===== src/design/spiWriterPkg.sv =====
// shared widths, types, register map and shift lengths for the AXI4-Lite serial writer; import with spiWriterPkg::*
package spiWriterPkg;

  //////////////////////////////
  // AXI4-Lite bus
  //////////////////////////////
  localparam int axiAddrWidth = 16;                    // byte address bits
  localparam int axiDataWidth = 32;                    // data bus bits

  typedef logic [axiAddrWidth-1:0] axiAddrT;           // one AXI address
  typedef logic [axiDataWidth-1:0] axiDataT;           // one AXI data word
  typedef logic [1:0]              axiRespT;           // bresp / rresp code

  localparam axiRespT respOkay = 2'b00;                // only response this slave gives

  //////////////////////////////
  // register map
  //////////////////////////////
  // index taken from byte address bits 3:2
  localparam int regIndexLsb = 2;
  localparam int regIndexMsb = 3;

  localparam logic [regIndexMsb-regIndexLsb:0] regWord0  = 2'd0;  // offset 0, codec word
  localparam logic [regIndexMsb-regIndexLsb:0] regWord1  = 2'd1;  // offset 4, second device
  localparam logic [regIndexMsb-regIndexLsb:0] regStatus = 2'd2;  // offset 8, bit 0 busy

  //////////////////////////////
  // serial shifter
  //////////////////////////////
  localparam int spiClockDivide = 6;                   // system clocks per shifter step
  localparam int clkDivWidth    = $clog2(spiClockDivide);  // divider counter bits

  localparam int shortLen = 16;                        // word 0 shift length
  localparam int longLen  = 32;                        // word 1 shift length

  // down-counter of bits still to go, sized for the long word
  typedef logic [$clog2(longLen)-1:0] bitCountT;

endpackage


===== src/design/axilRegFront.sv =====
// AXI4-Lite slave front end used by the serial writer top to commit writes to the word store and serve reads
`timescale 1ns/1ps

module axilRegFront
  import spiWriterPkg::*;
(
  input  logic    aclk,
  input  logic    aresetn,         // synchronous active low reset

  // write address channel
  input  axiAddrT awaddr,
  input  logic    awvalid,
  output logic    awready,
  // write data channel
  input  axiDataT wdata,
  input  logic    wvalid,
  output logic    wready,
  // write response channel
  output axiRespT bresp,
  output logic    bvalid,
  input  logic    bready,
  // read address channel
  input  axiAddrT araddr,
  input  logic    arvalid,
  output logic    arready,
  // read data channel
  output axiDataT rdata,
  output axiRespT rresp,
  output logic    rvalid,
  input  logic    rready,

  // word store side
  input  axiDataT word0,           // readback of word 0
  input  axiDataT word1,           // readback of word 1
  input  logic    busy,            // shifter working
  input  logic    slotsCleared,    // shift finished so wready reopens
  output logic    storeWrite,      // one cycle commit strobe
  output logic    storeSelect,     // high selects word 1
  output axiDataT storeData
);

  axiAddrT waddrReg;               // latched write address
  axiAddrT raddrReg;               // latched read address
  axiDataT wdataReg;               // latched write data
  axiDataT rdataReg;
  axiDataT readMux;                // selected readback value
  logic    awreadyReg;
  logic    wreadyReg;
  logic    bvalidReg;
  logic    arreadyReg;
  logic    rvalidReg;
  logic    dataSeen;               // data beat taken before its address
  logic    awHandshake;
  logic    wHandshake;
  logic    arHandshake;

  assign awHandshake = awvalid & awreadyReg;
  assign wHandshake  = wvalid & wreadyReg;
  assign arHandshake = arvalid & arreadyReg;

  // all channel outputs come straight from registers
  assign awready = awreadyReg;
  assign wready  = wreadyReg;
  assign bvalid  = bvalidReg;
  assign arready = arreadyReg;
  assign rvalid  = rvalidReg;
  assign rdata   = rdataReg;
  assign bresp   = respOkay;
  assign rresp   = respOkay;

  // commit happens when the master takes the response
  assign storeWrite  = bvalidReg & bready;
  assign storeSelect = waddrReg[regIndexLsb];  // offset 4 -> word 1
  assign storeData   = wdataReg;

  //////////////////////////////
  // address and data latches
  //////////////////////////////
  always_ff @(posedge aclk)
  begin
    if (awHandshake)
      waddrReg <= awaddr;
    if (wHandshake)
      wdataReg <= wdata;
    if (arHandshake)
      raddrReg <= araddr;
  end

  //////////////////////////////
  // write channels
  //////////////////////////////
  always_ff @(posedge aclk)
  begin
    if (!aresetn)
    begin
      awreadyReg <= 1'b1;          // ready for an address
      wreadyReg  <= 1'b1;          // ready for data
      bvalidReg  <= 1'b0;
      dataSeen   <= 1'b0;
    end
    else
    begin
      if (slotsCleared)
        wreadyReg <= 1'b1;         // previous word has gone out

      if (awHandshake)
        awreadyReg <= 1'b0;

      if (wHandshake)
      begin
        wreadyReg <= 1'b0;         // held shut until the shift is done
        dataSeen  <= 1'b1;
      end

      // address and data may arrive in either order or together
      if ((awHandshake && (wHandshake || dataSeen)) || (!awreadyReg && wHandshake))
        bvalidReg <= 1'b1;

      if (storeWrite)
      begin
        bvalidReg  <= 1'b0;
        awreadyReg <= 1'b1;        // next address welcome while data waits
        dataSeen   <= 1'b0;
      end
    end
  end

  //////////////////////////////
  // read channels
  //////////////////////////////
  always_comb
  begin
    case (raddrReg[regIndexMsb:regIndexLsb])
      regWord0:  readMux = word0;
      regWord1:  readMux = word1;
      regStatus: readMux = {{(axiDataWidth-1){1'b0}}, busy};
      default:   readMux = '0;     // unmapped index reads zero
    endcase
  end

  always_ff @(posedge aclk)
  begin
    if (!aresetn)
    begin
      arreadyReg <= 1'b1;
      rvalidReg  <= 1'b0;
      rdataReg   <= '0;
    end
    else
    begin
      if (arHandshake)
        arreadyReg <= 1'b0;        // one read at a time

      // data taken once per read and held until the master accepts it
      if (!arreadyReg && !rvalidReg)
      begin
        rvalidReg <= 1'b1;
        rdataReg  <= readMux;
      end

      // read done so clear data and take the next address
      if (rvalidReg && rready)
      begin
        rvalidReg  <= 1'b0;
        arreadyReg <= 1'b1;
        rdataReg   <= '0;
      end
    end
  end

endmodule


===== src/design/axilSpiWriter.sv =====
// top level of the AXI4-Lite serial writer; ties the bus front end, word store and shifter together
`timescale 1ns/1ps

module axilSpiWriter
  import spiWriterPkg::*;
(
  input  logic    aclk,
  input  logic    aresetn,

  // AXI4-Lite slave
  input  axiAddrT awaddr,
  input  logic    awvalid,
  output logic    awready,
  input  axiDataT wdata,
  input  logic    wvalid,
  output logic    wready,
  output axiRespT bresp,
  output logic    bvalid,
  input  logic    bready,
  input  axiAddrT araddr,
  input  logic    arvalid,
  output logic    arready,
  output axiDataT rdata,
  output axiRespT rresp,
  output logic    rvalid,
  input  logic    rready,

  // serial pins
  output logic    serialClk,
  output logic    serialData,
  output logic    load0,
  output logic    load1
);

  axiDataT word0;                  // stored words, to shifter and readback
  axiDataT word1;
  axiDataT storeData;
  logic    storeWrite;
  logic    storeSelect;
  logic    slotsCleared;
  logic    pending0;
  logic    pending1;
  logic    shiftDone;
  logic    busy;

  axilRegFront front (
    .aclk, .aresetn,
    .awaddr, .awvalid, .awready,
    .wdata, .wvalid, .wready,
    .bresp, .bvalid, .bready,
    .araddr, .arvalid, .arready,
    .rdata, .rresp, .rvalid, .rready,
    .word0, .word1, .busy, .slotsCleared,
    .storeWrite, .storeSelect, .storeData
  );

  spiWordStore store (
    .aclk, .aresetn,
    .storeWrite, .storeSelect, .storeData,
    .shiftDone,
    .word0, .word1,
    .pending0, .pending1,
    .slotsCleared
  );

  spiShifter shifter (
    .aclk, .aresetn,
    .pending0, .pending1,
    .word0, .word1,
    .busy, .shiftDone,
    .serialClk, .serialData,
    .load0, .load1
  );

endmodule


===== src/design/spiShifter.sv =====
// serial shifter with clock divider; sends a pending word MSB first between a falling and rising load line
`timescale 1ns/1ps

module spiShifter
  import spiWriterPkg::*;
(
  input  logic    aclk,
  input  logic    aresetn,
  input  logic    pending0,        // word 0 needs sending
  input  logic    pending1,        // word 1 needs sending
  input  axiDataT word0,
  input  axiDataT word1,
  output logic    busy,            // transfer in progress
  output logic    shiftDone,       // high during the last bit
  output logic    serialClk,
  output logic    serialData,
  output logic    load0,           // codec load, active low during shift
  output logic    load1            // second device load
);

  typedef enum logic [2:0] {
    stIdle    = 3'd0,              // wait for a pending word
    stStart   = 3'd1,              // first clock edge
    stClkLow  = 3'd2,
    stClkHigh = 3'd3,
    stEnd1    = 3'd4,              // raise load line
    stEnd2    = 3'd5               // settle before next word
  } shiftStateT;

  logic [clkDivWidth-1:0] divCount;
  logic                   stepEn;  // one step per divider wrap
  shiftStateT             state;
  axiDataT                shiftReg;
  bitCountT               bitCount;
  logic                   longShift;  // current transfer is word 1

  assign stepEn     = (divCount == '0);
  assign serialData = shiftReg[axiDataWidth-1];  // MSB drives the pin

  //////////////////////////////
  // step divider
  //////////////////////////////
  // counts down from spiClockDivide-1, serial clock is half the step rate
  always_ff @(posedge aclk)
  begin
    if (!aresetn)
      divCount <= '0;
    else if (stepEn)
      divCount <= clkDivWidth'(spiClockDivide - 1);
    else
      divCount <= divCount - 1'b1;
  end

  //////////////////////////////
  // shift FSM
  //////////////////////////////
  always_ff @(posedge aclk)
  begin
    if (!aresetn)
    begin
      state     <= stIdle;
      busy      <= 1'b0;
      shiftDone <= 1'b0;
      serialClk <= 1'b0;
      load0     <= 1'b1;           // loads idle high
      load1     <= 1'b1;
      longShift <= 1'b0;
      bitCount  <= '0;
      shiftReg  <= '0;
    end
    else if (stepEn)
    begin
      case (state)
        stIdle:
        begin
          serialClk <= 1'b0;
          if (pending0)            // word 0 wins a tie
          begin
            bitCount  <= bitCountT'(shortLen - 1);
            shiftReg  <= {word0[shortLen-1:0], {(axiDataWidth-shortLen){1'b0}}};
            load0     <= 1'b0;
            longShift <= 1'b0;
            busy      <= 1'b1;
            state     <= stStart;
          end
          else if (pending1)
          begin
            bitCount  <= bitCountT'(longLen - 1);
            shiftReg  <= word1;    // full word
            load1     <= 1'b0;
            longShift <= 1'b1;
            busy      <= 1'b1;
            state     <= stStart;
          end
        end

        stStart:
        begin
          serialClk <= 1'b1;       // receiver takes the MSB
          state     <= stClkHigh;
        end

        stClkLow:
        begin
          if (bitCount == '0)
            shiftDone <= 1'b1;     // last bit about to be clocked
          serialClk <= 1'b1;
          state     <= stClkHigh;
        end

        stClkHigh:
        begin
          serialClk <= 1'b0;       // data only moves with clock low
          if (bitCount == '0)
          begin
            shiftDone <= 1'b0;
            state     <= stEnd1;
          end
          else
          begin
            bitCount <= bitCount - 1'b1;
            shiftReg <= shiftReg << 1;  // next bit to the top
            state    <= stClkLow;
          end
        end

        stEnd1:
        begin
          busy <= 1'b0;
          // rising load latches the word in the device
          if (longShift)
            load1 <= 1'b1;
          else
            load0 <= 1'b1;
          state <= stEnd2;
        end

        stEnd2:
          state <= stIdle;
      endcase
    end
  end

endmodule


===== src/design/spiWordStore.sv =====
// holds the two control words and their pending flags; flags drop when the shifter signals its last bit
`timescale 1ns/1ps

module spiWordStore
  import spiWriterPkg::*;
(
  input  logic    aclk,
  input  logic    aresetn,
  input  logic    storeWrite,      // commit strobe from the front end
  input  logic    storeSelect,     // high for word 1
  input  axiDataT storeData,
  input  logic    shiftDone,       // high during the last serial bit
  output axiDataT word0,
  output axiDataT word1,
  output logic    pending0,        // word 0 waiting to go out
  output logic    pending1,        // word 1 waiting to go out
  output logic    slotsCleared     // one cycle pulse at end of shift
);

  axiDataT word0Reg;
  axiDataT word1Reg;
  logic    pending0Reg;
  logic    pending1Reg;
  logic    shiftDoneQ;             // delayed copy for edge detect
  logic    doneEdge;

  assign doneEdge     = shiftDone & ~shiftDoneQ;  // leading edge only
  assign slotsCleared = doneEdge;

  assign word0    = word0Reg;
  assign word1    = word1Reg;
  assign pending0 = pending0Reg;
  assign pending1 = pending1Reg;

  //////////////////////////////
  // word registers and flags
  //////////////////////////////
  always_ff @(posedge aclk)
  begin
    if (!aresetn)
    begin
      word0Reg    <= '0;           // words read back as zero
      word1Reg    <= '0;
      pending0Reg <= 1'b0;
      pending1Reg <= 1'b0;
      shiftDoneQ  <= 1'b0;
    end
    else
    begin
      shiftDoneQ <= shiftDone;

      // only one word is ever outstanding, so clear both
      if (doneEdge)
      begin
        pending0Reg <= 1'b0;
        pending1Reg <= 1'b0;
      end

      if (storeWrite)
      begin
        if (storeSelect)
        begin
          word1Reg    <= storeData;
          pending1Reg <= 1'b1;
        end
        else
        begin
          word0Reg    <= storeData;
          pending0Reg <= 1'b1;
        end
      end
    end
  end

endmodule


===== config.mk =====
export PLATFORM = sky130hd
export DESIGN_NAME = axilSpiWriter
export DESIGN_NICKNAME = d
export VERILOG_FILES = /design/src/design/spiWriterPkg.sv /design/src/design/axilRegFront.sv /design/src/design/axilSpiWriter.sv /design/src/design/spiShifter.sv /design/src/design/spiWordStore.sv
export SDC_FILE = /design/constraint.sdc
export NUM_CORES = 1
export LEC_CHECK = 0
export BUFFER_PORTS_ARGS = -buffer_cell sky130_fd_sc_hd__buf_4
export CORE_MARGIN = 1.5
export CORE_UTILIZATION = 50
export CTS_BUF_LIST = sky130_fd_sc_hd__clkbuf_8
export DETAILED_ROUTE_END_ITERATION = 8
export GPL_ROUTABILITY_DRIVEN = 1
export HOLD_SLACK_MARGIN = 0.06
export PLACE_DENSITY = 0.76
export RECOVER_POWER = 100
export SETUP_SLACK_MARGIN = 0.1
export SYNTH_ARGS = -nofsm -noshare
export SYNTH_HDL_FRONTEND = slang
export SYNTH_SLANG_ARGS = --single-unit

===== constraint.sdc =====
create_clock -name aclk -period 2.4 [get_ports aclk]
set_clock_uncertainty 0.2 [all_clocks]
set_input_delay 0.48 -clock aclk [delete_from_list [all_inputs] [get_ports aclk]]
set_output_delay 0.48 -clock aclk [all_outputs]
set_load 0.03 [all_outputs]

==> metrics.cfg <==
[grt]
grt_pass1_wl_um = 30100
antenna_found_initial = 0
grt_max_degree = 66
grt_pass1_vias = 5790
grt-ovfl-total = 0
grt_usage = 0.232

[critical_path]
arrival_ns = 2.42
cp_top_family = buffers and inverters
worst-path-buf-inv = 2
path_max_fanout = 40
crit_chain = clkbuf_1 > nand2_1 > clkbuf_4 > nor2_1
slowest_stage = clkbuf_1
r2r_slack_ns = 0.22
crit_required_ns = 2.59
end_kind = flop
worstSetupPathType = primary input to flop
max_stage_delay_ns = 1.23
cp-start-kind = primary input

[sta]
worstMarginPinSlew_ns = 1.75
hold_violations = 0
grt_setup_unrepaired = no
tns_ns = 0
post-route-min-period_ns = 2.23
setup_violations = 0
min_period_over_period = 0.930
maxSlewViolCount = 39
slew_headroom = -0.165
fmax_ghz = 0.448

[status]
violations = max-capacitance violations, max-slew violations
status = finished with violations

[finish]
fill_cells = 1376
n_antenna_cell = 0
final_area_um2 = 9270
layout.nets = 969
drive_gt1_frac = 0.139
area_growth_pct = 17.5

[yosys]
synth_top_area_cell = dfxtp_1
ys_seq_elements = 189
avgSynthCellArea_um2 = 9.82
syn_inst = 804
synth.area.top_cells = dfxtp_1 39%, edfxtp_1 13%, nand2_1 8.4%
async_reset_ff_frac = 0
synth_cell_types = 51
ys_seq_area_frac = 0.524
synth_edf_count = 35
yosysWarningCount = 0
yosysTopAreaCellShare = 0.391
synth_ff_type = dfxtp_1
synthTopCellsByCount = 176 x nand2_1, 154 x dfxtp_1, 58 x a21boi_1, 48 x clkbuf_1, 39 x nor2_1
synth_area_um2 = 7890
synth.most_common_cell = nand2_1

[drt]
viasPerCell = 5.36
drc_errors = 0
wire_per_inst_um = 16.5
drtIter0Drc = 543
vias = 5999
drt.antenna.violating_nets = 0
finalWirelength_um = 18500
drt_pass1_iterations = 7

[floorplan]
dieArea_um2 = 16500
die_h_um = 129
die-width_um = 129
core_um2 = 15300
rows = 45
boundaryPins = 116
initial_core_util = 0.515

[clock_tree]
clock_sinks = 189
cts_tree = built
cts-root-buf = clkbuf_8
htreeDepth = 4
cts_buffers = 17
clock_latency_ns = 0.47
cts_resized = 0
cts.reportedPaths.clkPinSlew_ns = 0.10
clockBufferDepth = 2

[power_and_ir_drop]
finalPower_mw = 6.18
peakVddDrop_mv = 0.679
p_per_area_nw_per_um2 = 666
p_leak_nw = 3.50

[placement]
routabilityCongestion = 0.779
place_hpwl_um = 10800
post_dp_cell_area_um2 = 8690
port_buffers = 82

[flow_run]
drv_cap = 1

[hold_path]
hold_path.class = primary input to flop

-- final cells by class --
cell class / instances / area [um^2] / area share
Tap cell: 211 / 264 / 0.0285
Clock buffer: 17 / 234 / 0.0252
Inverter: 24 / 90.1 / 0.00972
Sequential cell: 189 / 4130 / 0.446
Clock inverter: 15 / 159 / 0.0171
Timing Repair Buffer: 136 / 1010 / 0.109
Multi-Input combinational cell: 527 / 3380 / 0.365
-- flip-flops by register name, summed over array words and instances, names as in the netlist, 2 cells and up --
register	cells
shifter.divCount	3
shifter.bitCount	5
shifter.shiftReg	32
front.storeData	32
store.word1	32
shifter.state	3
front.raddrReg	2
front.rdata	32
store.word0	32
-- what timing repair did --
action | in CTS | in global routing
endpoints found under the hold margin | 36 | 0
hold buffers | 36 | 0
endpoints found under the setup margin | 0 | 12
setup buffers | 0 | 0
-- per-stage QoR --
stage	utilization	cells	worst slack (ns)	hold slack [ns]
after floorplan	-	807	0.373	0.217
after global placement	0.567	1050	0.310	0.231
after detailed placement	0.567	1050	0.280	0.242
after CTS	0.617	1118	0.207	0.0841
after global routing	0.605	1119	0.0531	0.0943
final	0.605	1119	0.169	0.0965
-- routing by layer --
layer  routed length (um)  up-vias  track usage
met4                  324        0       0.0701
met5                    0        -            0
met1                 8190     2862        0.290
met3                  675       22       0.0466
met2                 9270      135        0.407
li1                     -     2980            -
-- layout by cell type (no fill, tap or decap), drive strengths merged, types with 7 or more instances in the layout --
| cell | instances |
|---|---|
| mux2 | 31 |
| a21boi | 67 |
| nor2 | 39 |
| clkbuf | 96 |
| edfxtp | 35 |
| o211ai | 16 |
| o211a | 21 |
| mux2i | 37 |
| inv | 31 |
| and2 | 7 |
| a21oi | 12 |
| o2111ai | 15 |
| buf | 21 |
| nand2 | 176 |
| dfxtp | 154 |
| nand3b | 17 |
| a22oi | 31 |
| dlygate4sd3 | 36 |
-- report_power, final --
| group | switching [mW] | internal, mW | leakage [nW] |
|---|---|---|---|
| clock network | 1.19 | 0.943 | 0.200 |
| registers | 0.0819 | 3.34 | 1.58 |
| logic | 0.361 | 0.258 | 1.72 |
-- logic make-up after synthesis --
group,Yosys count,share of synthesized area
adder cells (fa/ha/maj),3,0.00476
flip-flops,189,0.524
buffers and inverters,92,0.0507
XOR/XNOR,1,0.00111
AO/OA/AOI/OAI,178,0.173
other,1,0.000475
multiplexers,68,0.0912
AND/OR/NAND/NOR,272,0.155
-- worst reg2reg max path: stages (launching register included) --
cell,delay (ns)
dfxtp_1,0.32
inv_1,0.07
ha_1,0.23
nor3b_2,0.53
and2_4,0.47
mux2i_1,0.28
-- final timing paths --
check	cells past startpoint	endpoint	from
setup reg to reg	5	shifter.shiftReg[26]	shifter.divCount[0]
setup / recovery	4	front.rdata[22]	aresetn
hold reg to reg	1	shifter.divCount[0]	shifter.divCount[0]
hold / removal	3	front.arready	arvalid
Power figures use the tool's default switching activity.
